$ cat config.mk
export PLATFORM = sky130hd
export DESIGN_NAME = segment_marquee
export DESIGN_NICKNAME = d
export VERILOG_FILES = /design/src/verilog/marquee_pkg.sv /design/src/verilog/digit_scanner.sv /design/src/verilog/effect_sequencer.sv /design/src/verilog/frame_composer.sv /design/src/verilog/frame_timer.sv /design/src/verilog/segment_marquee.sv
export SDC_FILE = /design/constraint.sdc
export NUM_CORES = 1
export LEC_CHECK = 0
export BUFFER_PORTS_ARGS = -buffer_cell sky130_fd_sc_hd__buf_4
export CORE_MARGIN = 5
export CORE_UTILIZATION = 50
export DETAILED_ROUTE_END_ITERATION = 10
export PLACE_DENSITY = 0.76
export SLEW_MARGIN = 20
export SYNTH_ARGS = -nofsm -noshare
export SYNTH_HDL_FRONTEND = slang
export SYNTH_HIERARCHICAL = 1
export SYNTH_SLANG_ARGS = --single-unit
$ cat constraint.sdc
create_clock -name clk -period 3.8 [get_ports clk]
set_input_delay 0.19 -clock clk [delete_from_list [all_inputs] [get_ports clk]]
set_output_delay 0.19 -clock clk [all_outputs]
set_load 0.01 [all_outputs]
$ cat src/verilog/marquee_pkg.sv
`default_nettype none

package marquee_pkg;

    // ========================================
    // Display geometry and timing defaults
    // ========================================

    localparam int num_digits = 7;

    // Cycles each digit stays lit, and the frame length at the slowest rate
    localparam int default_scan_cycles = 25001;
    localparam int default_slowest_frame_cycles = 50000000;

    typedef logic [2:0] digit_t;
    typedef logic [2:0] step_t;
    typedef logic [1:0] rate_t;

    // ========================================
    // Glyphs, active low
    // ========================================

    typedef logic [6:0] glyph_t;

    localparam glyph_t seg_null = 7'b1111111;
    localparam glyph_t seg_floor = 7'b1111101;
    localparam glyph_t seg_ball = 7'b0111000;
    localparam glyph_t seg_dash = 7'b0111111;
    localparam glyph_t seg_carrier = 7'b1001100;

    // Animation phases in playing order, 34 frames in total
    typedef enum logic [3:0] {
        ph_floor   = 4'd0,
        ph_drop    = 4'd1,
        ph_land    = 4'd2,
        ph_fetch   = 4'd3,
        ph_turn    = 4'd4,
        ph_deliver = 4'd5,
        ph_show    = 4'd6,
        ph_blank   = 4'd7,
        ph_hold    = 4'd8,
        ph_wipe    = 4'd9,
        ph_clear   = 4'd10
    } phase_t;

endpackage

`default_nettype wire

$ cat src/verilog/digit_scanner.sv
`timescale 1ns/1ps
`default_nettype none

module digit_scanner import marquee_pkg::*; #(
    parameter int scan_cycles = default_scan_cycles
) (
    input  logic   clk,
    input  logic   reset,
    output digit_t digit
);

    localparam int count_w = $clog2(scan_cycles + 1);

    logic [count_w-1:0] count;
    logic               count_done;

    assign count_done = (count == count_w'(scan_cycles - 1));

    // Each digit is lit for scan_cycles clocks, then the scan moves right
    always_ff @(posedge clk) begin
        if (reset) begin
            count <= '0;
            digit <= '0;
        end else if (count_done) begin
            count <= '0;
            if (digit == digit_t'(num_digits - 1)) begin
                digit <= '0;
            end else begin
                digit <= digit + 3'd1;
            end
        end else begin
            count <= count + 1'b1;
        end
    end

endmodule

`default_nettype wire

$ cat src/verilog/effect_sequencer.sv
`timescale 1ns/1ps
`default_nettype none

module effect_sequencer import marquee_pkg::*; (
    input  logic   clk,
    input  logic   reset,
    input  logic   run,
    input  logic   frame_tick,
    output phase_t phase,
    output step_t  step
);

    step_t  last_step;
    phase_t next_phase;

    // Length of each phase minus one, and the phase that follows it
    always_comb begin
        last_step = 3'd0;
        next_phase = ph_floor;
        case (phase)
            ph_floor: begin
                next_phase = ph_drop;
            end
            ph_drop: begin
                last_step = 3'd6;
                next_phase = ph_land;
            end
            ph_land: begin
                next_phase = ph_fetch;
            end
            ph_fetch: begin
                last_step = 3'd5;
                next_phase = ph_turn;
            end
            ph_turn: begin
                next_phase = ph_deliver;
            end
            ph_deliver: begin
                last_step = 3'd5;
                next_phase = ph_show;
            end
            ph_show: begin
                next_phase = ph_blank;
            end
            ph_blank: begin
                next_phase = ph_hold;
            end
            ph_hold: begin
                last_step = 3'd1;
                next_phase = ph_wipe;
            end
            ph_wipe: begin
                last_step = 3'd6;
                next_phase = ph_clear;
            end
            default: begin
                next_phase = ph_floor;
            end
        endcase
    end

    always_ff @(posedge clk) begin
        if (reset || !run) begin
            phase <= ph_floor;
            step <= '0;
        end else if (frame_tick) begin
            if (step == last_step) begin
                phase <= next_phase;
                step <= '0;
            end else begin
                step <= step + 3'd1;
            end
        end
    end

endmodule

`default_nettype wire

$ cat src/verilog/frame_composer.sv
`timescale 1ns/1ps
`default_nettype none

module frame_composer import marquee_pkg::*; (
    input  logic       clk,
    input  logic       reset,
    input  digit_t     digit,
    input  phase_t     phase,
    input  step_t      step,
    input  glyph_t     char0,
    input  glyph_t     char1,
    input  glyph_t     char2,
    input  glyph_t     char3,
    input  glyph_t     char4,
    input  glyph_t     char5,
    input  glyph_t     char6,
    output logic [6:0] select,
    output glyph_t     segments
);

    glyph_t chars [num_digits];
    glyph_t next_glyph;
    digit_t rev_pos;
    digit_t fwd_pos;

    assign chars[0] = char0;
    assign chars[1] = char1;
    assign chars[2] = char2;
    assign chars[3] = char3;
    assign chars[4] = char4;
    assign chars[5] = char5;
    assign chars[6] = char6;

    // Leftward moves (ball, return trip, wipe) start at digit 6; the fetch starts at 1
    assign rev_pos = 3'd6 - step;
    assign fwd_pos = step + 3'd1;

    // ========================================
    // Glyph for the digit being scanned
    // ========================================

    always_comb begin
        next_glyph = seg_null;
        case (phase)
            ph_floor, ph_clear: begin
                next_glyph = seg_floor;
            end
            ph_drop: begin
                if (digit < rev_pos) begin
                    next_glyph = seg_floor;
                end else if (digit == rev_pos) begin
                    next_glyph = seg_ball;
                end
            end
            ph_land: begin
                if (digit == 3'd0) begin
                    next_glyph = char0;
                end
            end
            ph_fetch: begin
                if (digit == 3'd0) begin
                    next_glyph = char0;
                end else if (digit < fwd_pos) begin
                    next_glyph = seg_dash;
                end else if (digit == fwd_pos) begin
                    next_glyph = seg_carrier;
                end
            end
            ph_turn: begin
                next_glyph = (digit == 3'd0) ? char0 : seg_dash;
            end
            ph_deliver: begin
                // Chars trail the carrier in order as it heads back left
                if (digit == 3'd0) begin
                    next_glyph = char0;
                end else if (digit < rev_pos) begin
                    next_glyph = seg_dash;
                end else if (digit == rev_pos) begin
                    next_glyph = seg_carrier;
                end else begin
                    next_glyph = chars[digit - rev_pos];
                end
            end
            ph_show, ph_hold: begin
                next_glyph = chars[digit];
            end
            ph_wipe: begin
                if (digit < rev_pos) begin
                    next_glyph = chars[digit];
                end else if (digit == rev_pos) begin
                    next_glyph = seg_dash;
                end else begin
                    next_glyph = seg_floor;
                end
            end
            default: begin
                next_glyph = seg_null;
            end
        endcase
    end

    // Select and segments are registered together so they always describe the same digit
    always_ff @(posedge clk) begin
        if (reset) begin
            select <= 7'b1111111;
            segments <= seg_null;
        end else begin
            select <= ~(7'b1000000 >> digit);
            segments <= next_glyph;
        end
    end

endmodule

`default_nettype wire

$ cat src/verilog/frame_timer.sv
`timescale 1ns/1ps
`default_nettype none

module frame_timer import marquee_pkg::*; #(
    parameter int slowest_frame_cycles = default_slowest_frame_cycles
) (
    input  logic  clk,
    input  logic  reset,
    input  logic  run,
    input  rate_t rate,
    output logic  frame_tick
);

    localparam int count_w = $clog2(slowest_frame_cycles + 1);

    logic [count_w-1:0] count;
    logic [count_w-1:0] divisor;
    logic [count_w:0]   count_next;

    // Rates 0 to 3 halve the frame length each step
    assign divisor = count_w'(slowest_frame_cycles >> rate);
    assign count_next = {1'b0, count} + 1'b1;

    // The tick is registered, so it lands exactly divisor cycles after the count starts.
    // A rate change is compared against the count already in progress
    always_ff @(posedge clk) begin
        if (reset) begin
            count <= '0;
            frame_tick <= 1'b0;
        end else if (!run) begin
            count <= '0;
            frame_tick <= 1'b0;
        end else if (count_next >= {1'b0, divisor}) begin
            count <= '0;
            frame_tick <= 1'b1;
        end else begin
            count <= count_next[count_w-1:0];
            frame_tick <= 1'b0;
        end
    end

endmodule

`default_nettype wire

$ cat src/verilog/segment_marquee.sv
`timescale 1ns/1ps
`default_nettype none

module segment_marquee import marquee_pkg::*; #(
    parameter int scan_cycles = default_scan_cycles,
    parameter int slowest_frame_cycles = default_slowest_frame_cycles
) (
    input  logic       clk,
    input  logic       reset,
    input  logic       run,
    input  rate_t      rate,
    input  glyph_t     char0,
    input  glyph_t     char1,
    input  glyph_t     char2,
    input  glyph_t     char3,
    input  glyph_t     char4,
    input  glyph_t     char5,
    input  glyph_t     char6,
    output logic [6:0] select,
    output glyph_t     segments
);

    digit_t digit;
    logic   frame_tick;
    phase_t phase;
    step_t  step;

    // The scan runs all the time, run only gates the animation
    digit_scanner #(
        .scan_cycles(scan_cycles)
    ) u_digit_scanner (
        .clk(clk),
        .reset(reset),
        .digit(digit)
    );

    frame_timer #(
        .slowest_frame_cycles(slowest_frame_cycles)
    ) u_frame_timer (
        .clk(clk),
        .reset(reset),
        .run(run),
        .rate(rate),
        .frame_tick(frame_tick)
    );

    effect_sequencer u_effect_sequencer (
        .clk(clk),
        .reset(reset),
        .run(run),
        .frame_tick(frame_tick),
        .phase(phase),
        .step(step)
    );

    frame_composer u_frame_composer (
        .clk(clk),
        .reset(reset),
        .digit(digit),
        .phase(phase),
        .step(step),
        .char0(char0),
        .char1(char1),
        .char2(char2),
        .char3(char3),
        .char4(char4),
        .char5(char5),
        .char6(char6),
        .select(select),
        .segments(segments)
    );

endmodule

`default_nettype wire
# Word-level counts from Yosys, hierarchy flattened
# Cells that the tools add are included.
# totals
register_bits	66
input_bits	54
out_inout_bits	14
wordCells	76
# op_classes
n_addsub	6
magnitude_cmp	5
n_eq_ne	15
shifts	2
mux	24
n_bitwise	4
n_reduce_logical	12
# op_table
op	n
7-bit 2-to-1 mux	15
7-bit one-hot mux with 8 select lines	1
7-bit binary-select mux with 3-bit select	2
4-bit one-hot mux with 10 select lines	1
26-bit by 1-bit adder with 27-bit output, second input constant	1
27-bit by 26-bit >= comparator with 1-bit output	1
26-bit by 2-bit right shift with 26-bit output, first input constant	1
4-bit by 3-bit == test with 1-bit output, second input constant	4
15-bit by 1-bit adder with 15-bit output, second input constant	1
15-bit == test, second input constant	1
4-bit == test, second input constant	3
2-bit OR reduction	6
3-bit == test	3
3-bit one-hot mux with 3 select lines	1
4-bit by 2-bit == test with 1-bit output, second input constant	2
4-bit >= comparator, second input constant	2
3-bit NOT with 4-bit output	2
7-bit NOT	1
7-bit by 3-bit right shift with 7-bit output, first input constant	1
3-bit by 1-bit adder with 3-bit output, second input constant	2
3-bit less-than comparator	2
3-bit 2-to-1 mux	2
6-bit 2-to-1 mux	1
4-bit by 1-bit == test with 1-bit output, second input constant	1
11 further kinds	11

# Logic depth before layout (Yosys ltp)
# Gate-level depths: netlist of run 1.
# depth
word_depth	10
mapped_depth	14
mapped_depth_nobuf	13

# Cells and area by module
# The synthesis of run 1 kept the hierarchy.
# modules_own_cells
module	instances	cells_per_inst	area_per_inst_um2
frame_composer	1	211	1824.2
frame_timer	1	200	1759.2
digit_scanner	1	90	842.1
effect_sequencer	1	57	491.7

# Worst setup path after synthesis of run 1
# No wires, ideal clock.
# synth_path
kind	register to register
from	register u_frame_timer.count[2]
to	register u_frame_timer.count[8]
arrival_ns	3.378
t_required_ns	3.730
path_slack_ns	0.352
stages_incl_launch_ff	15
path_buffers	2
period_less_slack_ns	3.448
path_cell_list	dfxtp_1 nand4_4 or4_1 buf_2 nor2_1 and3_1 xor2_1 ha_1 and3_1 a221oi_1 o311ai_1 a311oi_1 a22oi_4 buf_6 a21oi_1
# synth_via
elab_chain_len	3
# synth_lines
element	line	source
from (decl)	frame_timer.sv:16	logic [count_w-1:0] count;
from (signal assigned)	frame_timer.sv:37	count <= count_next[count_w-1:0];
26-bit by 1-bit adder with 27-bit output	frame_timer.sv:22	assign count_next = {1'b0, count} + 1'b1;
via u_frame_timer.count_next[23]	frame_timer.sv:18	logic [count_w:0] count_next;
27-bit by 26-bit >= comparator with 1-bit output	frame_timer.sv:33	end else if (count_next >= {1'b0, divisor}) begin
3-bit OR reduction (no source line)	n/a	
# The timed path passes the listed nets, and every way through them passes these cells.
# A chain may end at the register's enable or synchronous reset.

# Worst setup path after layout of run 1
# layout_path
from	register u_frame_timer.count[3]
to	register u_frame_timer.count[14]
# Same word-level chain as after synthesis.

==> results of run 1 <==
==> kinds of logic (layout without fill, tap and decap cells) <==
logic type / count (synthesis) / in the layout / share of synthesized area (%)
AND/OR/NAND/NOR: 239 / 239 / 27.2
AO/OA/AOI/OAI: 104 / 105 / 15.3
flip-flops: 66 / 66 / 26.9
buffers and inverters: 48 / 118 / 5.45
XOR/XNOR: 39 / 39 / 6.95
adder cells (fa/ha/maj): 31 / 31 / 8.04
multiplexers: 31 / 31 / 10.2
==> worst paths after layout <==
| path | startpoint | to | slack [ns] | cells after the start |
|---|---|---|---|---|
| max | u_frame_timer/count[3] | u_frame_timer/count[14] | 0.24 | 14 |
| max reg2reg | u_frame_timer/count[3] | u_frame_timer/count[14] | 0.24 | 14 |
| min | reset | u_digit_scanner/digit[1] | 0.13 | 2 |
| min reg2reg | u_digit_scanner/count[0] | u_digit_scanner/count[0] | 0.47 | 1 |
==> stage by stage <==
step | hold slack (ns) | setup WS, ns
final | 0.129 | 0.240
after global routing | 0.112 | -0.0329
after CTS | 0.101 | 0.0388
after detailed placement | 0.451 | 0.0840
after global placement | 0.441 | 0.214
after floorplan | 0.262 | 0.352
==> sequential cells by signal, summed over array words and instances, names as in the netlist <==
name,flops
u_digit_scanner/digit,3
u_effect_sequencer/step,3
u_effect_sequencer/phase,4
u_digit_scanner/count,15
u_frame_timer/count,26
u_frame_timer/frame_tick,1
u_frame_composer/segments,7
u_frame_composer/select,7
==> cell type report <==
class / count / area (um2)
Timing Repair Buffer: 80 / 601
Multi-Input combinational cell: 445 / 3370
Inverter: 22 / 82.6
Tap cell: 133 / 166
Fill cell: 841 / 3940
Clock buffer: 10 / 138
Clock inverter: 6 / 65.1
Sequential cell: 66 / 1320
==> layout by cell type (no fill, tap or decap), types with 17 or more instances in the layout <==
cell type	instances
a21oi_1	30
buf_4	80
dfxtp_1	65
ha_1	30
inv_1	22
mux2i_1	17
nand2_1	45
nand3_1	20
nor2_1	70
nor2b_1	22
xnor2_1	19
xor2_1	20
==> power groups by stage <==
stage | Combinational, uW | Clock (uW) | Sequential [uW]
after detailed placement | 139 | 0 | 721
after floorplan | 73.5 | 0 | 720
after CTS | 140 | 631 | 705
after global routing | 161 | 663 | 706
after global placement | 135 | 0 | 721
final | 147 | 610 | 705
==> per-layer routing <==
metal / track usage (%) / share of wire, %
met1: 26.2 / 44
met3: 4.50 / 6.8
met4: 6.32 / 1.3
met2: 34.9 / 48
met5: 0 / 0
==> critical path, stage by stage (launching register included) <==
cell and delay, ns:
dfxtp_1 0.44, nand4_4 0.19, or4_4 0.59, nor2_2 0.16, and3_1 0.18, xor2_1 0.19
ha_1 0.25, and3_1 0.20, a221oi_2 0.29, o311ai_1 0.20, a311oi_2 0.26, buf_4 0.17
a22oi_2 0.06, buf_4 0.20, nor2b_1 0.11
==> timing repair <==
| action | 4_1_cts | 5_1_grt |
|---|---|---|
| hold endpoints to repair | 0 | 0 |
| setup endpoints to repair | 0 | 26 |
| buffers inserted | 0 | 3 |
| gates resized for setup | 0 | 6 |
==> impl_metrics.json, run 1 <==
{
  "cp-end-kind": "register",
  "synth_edf_count": 0,
  "min_period_over_period_pct": 93.7,
  "routabilityCongestion": 0.899,
  "dr_total_vias": 4401,
  "combPwrFrac_pct": 10.1,
  "hold_viol_final": 0,
  "cts_max_level": 3,
  "port_buffers": 67,
  "status": "finished, final reports clean",
  "cts_tree": "built",
  "yosysUniqueCellTypes": 77,
  "critPathMaxFanout": 10,
  "vias_per_cell": 5.78,
  "diodes": 0,
  "die_area_um2": 11900,
  "drtAntennaViolNets": 0,
  "fin_crit_ns": 3.56,
  "grt_pass1_vias": 4222,
  "cts_root_buffer": "clkbuf_8",
  "syn_nets": 643,
  "initial_core_util_pct": 50.8,
  "cts_hold_buf": 0,
  "yosys_most_used_dff": "dfxtp_1",
  "worstPathRequired_ns": 4.09,
  "initialDrtViolationCount": 258,
  "antenna_found_initial": 0,
  "grt_overflow": 0,
  "yosys.area.top_type": "dfxtp_1",
  "fmax_ghz": 0.281,
  "clkLatencyLatePin_ns": 0.35,
  "relSlewSlack_pct": 41.3,
  "synthTopCellsByArea": "dfxtp_1, ha_1, nor2_1, mux4_2, xor2_1",
  "skew_ns": 0.00986,
  "numCtsBuffers": 9,
  "drive_gt1_share_pct": 21.1,
  "clkTransAtPathRegs_ns": 0.08,
  "grt_pass1_wl_mm": 19.8,
  "drc": 0,
  "rows": 36,
  "switching_share_pct": 25.0,
  "grt.total_usage_pct": 20.6,
  "ir_drop_mv": 0.185,
  "numPlacedInstances": 742,
  "tightestPinTransition_ns": 0.879,
  "clkPwrFrac_pct": 41.7,
  "crit_type": "register to register",
  "timing.setup.tns_ns": 0,
  "max_cap_viol_count": 0,
  "dr.pass1.iters": 4,
  "async_flop_share_pct": 0,
  "synth.most_common_cell": "nor2_1",
  "grt_max_degree": 30,
  "clk_path_buf_depth": 2,
  "synth_cells": 558,
  "ys_warn_count": 6,
  "hold_class": "input pin to register",
  "net-switching-power_uw": 365,
  "core_area_um2": 9680,
  "power.total_uw": 1460,
  "setup_violations": 0,
  "yosysSeqAreaShare_pct": 26.9,
  "syn_area_um2": 4920,
  "yosysTopAreaCellShare_pct": 26.9,
  "die_y_um": 109,
  "start_kind": "register",
  "cts_sinks": 66,
  "nNetsFinal": 709,
  "pwr-share-seq_pct": 48.2,
  "critPathArrivalTime_ns": 3.85,
  "hpwl_mm": 9.02,
  "ys_ff_latch": 66,
  "p_leak_uw": 0.00235,
  "totalWireLength_mm": 12.4,
  "syn_avg_cell_area_um2": 8.81,
  "post_drt_wl_per_cell_um": 16.2,
  "yosys-top-cells-count": "nor2_1, dfxtp_1, nand2_1, a21oi_1, ha_1",
  "final_area_um2": 5740,
  "fin_cells": 762,
  "intPower_uw": 1100,
  "ios": 68,
  "areaGrowthSynthToFinish_pct": 16.7,
  "postLayoutCoreUtil_pct": 59.3,
  "dpl_cell_area_um2": 5480,
  "drv_slew": 0,
  "fp.dieW_um": 109,
  "powerDensity_nw_per_um2": 255
}
Note: power is estimated with default switching activity, not from simulation.
==> run 2: changes to the inputs <==
- CORE_UTILIZATION: 50 -> 25
- PLACE_DENSITY: 0.76 -> 0.46
==> run 2 against run 1 <==
  * Worst setup slack better by 0.0040 ns
  * Combinational power down 4%
  * Critical endpoint is now u_frame_timer/count[8]
  * Wire length up 10%
==> impl_metrics.json, run 2 (same netlist as run 1, synthesis figures left out) <==
{
  "r2r_end": "u_frame_timer/count[8]",
  "clkTransAtPathRegs_ns": 0.06,
  "grt_max_degree": 30,
  "rsz0062_at_grt": "false",
  "ir_drop_mv": 0.176,
  "fmax_ghz": 0.281,
  "timing.setup.tns_ns": 0,
  "core_area_um2": 19400,
  "cts_root_buffer": "clkbuf_16",
  "largest_reg_flops": 26,
  "grt_pass1_wl_mm": 22.1,
  "status": "finished, final reports clean",
  "hpwl_mm": 10.4,
  "top_layer": "met4",
  "worstPathRequired_ns": 4.06,
  "rows": 51,
  "cts_sinks": 66,
  "die_y_um": 150,
  "cp-end-kind": "register",
  "drv_slew": 0,
  "grt_pass1_vias": 4341,
  "start_kind": "register",
  "die_area_um2": 22600,
  "grt.total_usage_pct": 12.1,
  "critPathArrivalTime_ns": 3.82,
  "diodes": 0,
  "ff2ff_setup_slack_ns": 0.24,
  "hold_class": "input pin to register",
  "ff2ff_path_depth": 12,
  "cp_slowest_cell": "or4_1",
  "initialDrtViolationCount": 184,
  "port_buffers": 67,
  "antenna_found_initial": 0,
  "min_period_over_period_pct": 93.6,
  "place_ws_ns": 0.119,
  "final_area_um2": 5950,
  "areaGrowthSynthToFinish_pct": 21.0,
  "path_cells": "nand4_4 > or4_1 > nor2_1 > and3_1 > xor2_1 > ha_1 > and3_1 > a221oi_1 > o311ai_1 > a311oi_2 > a22oi_4 > a21oi_1",
  "skew_ns": 0.00627,
  "setup_slack_ns": 0.244,
  "fp.dieW_um": 150,
  "vias_per_cell": 4.86,
  "nNetsFinal": 705,
  "routabilityCongestion": 0.843,
  "numCtsBuffers": 9,
  "cts_hold_buf": 0,
  "p_leak_uw": 0.00238,
  "tightestPinTransition_ns": 0.863,
  "relSlewSlack_pct": 42.4,
  "regMostFlops": "u_frame_timer/count",
  "cpLargestDelayFamily": "simple AND/OR/NAND/NOR gates",
  "crit_type": "register to register",
  "met1Wirelength_mm": 6.40,
  "cpMostUsedCell": "and3_1",
  "numPlacedInstances": 874,
  "drtAntennaViolNets": 0,
  "drive_gt1_share_pct": 19.8,
  "whs_path_depth": 2,
  "dr_total_vias": 4327,
  "clk_path_buf_depth": 2,
  "postLayoutCoreUtil_pct": 30.7,
  "hold_viol_final": 0,
  "hold_start": "reset",
  "ios": 68,
  "setup_violations": 0,
  "whs_endpoint": "u_digit_scanner/digit[0]",
  "drc": 0,
  "top_regs": "u_frame_timer/count x26, u_digit_scanner/count x15",
  "layout_common_cells": "buf_4, nor2_1, dfxtp_1",
  "totalWireLength_mm": 13.6,
  "reg2reg_from": "u_frame_timer/count[2]",
  "fin_crit_ns": 3.56,
  "cts-resized-gates": 0,
  "wl_met2_mm": 6.17,
  "dr.pass1.iters": 4,
  "post_drt_wl_per_cell_um": 15.3,
  "cts_tree": "built",
  "fin_cells": 890,
  "cts_setup_buffers": 0,
  "final_common_cell": "buf_4",
  "cts_max_level": 3,
  "powerDensity_nw_per_um2": 285,
  "grt_overflow": 0,
  "wl_met3_um": 900,
  "clkLatencyLatePin_ns": 0.33,
  "initial_core_util_pct": 25.3,
  "cp_slowest_stage_delay_ns": 0.59,
  "critPathMaxFanout": 26,
  "max_cap_viol_count": 0,
  "critPathBufInv": 0,
  "dpl_cell_area_um2": 5640
}
run 2: cell types whose count changed in the layout (fill, tap and decap cells not counted), sizes merged:
cell	delta
buf	-3
a22oi	-1
run 2: metal layers:
layer,vias up,global-route usage [%]
met1,2025,15.9
met4,0,2.65
met2,127,20.2
li1,2162,-
met5,-,0
met3,13,3.16
run 2: through the flow:
step	power, uW	hold slack, ns
after global placement	859	0.442
after CTS	1730	0.132
after detailed placement	861	0.449
final	1690	0.139
after global routing	1780	0.144
after floorplan	793	0.262
run 2: layout make-up:
class | instances | area (um2)
sequential | 66 | 1320
clock inverter | 6 | 65.1
fill | 2081 | 13400
inverter | 22 | 82.6
tap | 265 | 332
multi-input combinational | 444 | 3330
clock buffer | 10 | 239
timing repair buffer | 77 | 578
run 2: power by group:
part,total (uW),switching [uW],internal (uW)
clock network,848,322,527
registers,706,6.55,699
logic,141,67.4,73.6
run 2: worst max-delay path by stage:
stage / start / to / slack, ns / cells after the start
2_1_floorplan: u_frame_timer/count[2] / u_frame_timer/count[8] / 0.35 / 14
3_3_place_gp: u_frame_timer/count[2] / u_frame_timer/count[8] / 0.23 / 12
3_5_place_dp: u_frame_timer/count[2] / u_frame_timer/count[8] / 0.12 / 12
4_1_cts: u_frame_timer/count[2] / u_frame_timer/count[2] / 0.09 / 12
5_1_grt: u_frame_timer/count[2] / u_frame_timer/count[8] / 0.02 / 12
6_report: u_frame_timer/count[2] / u_frame_timer/count[8] / 0.24 / 12
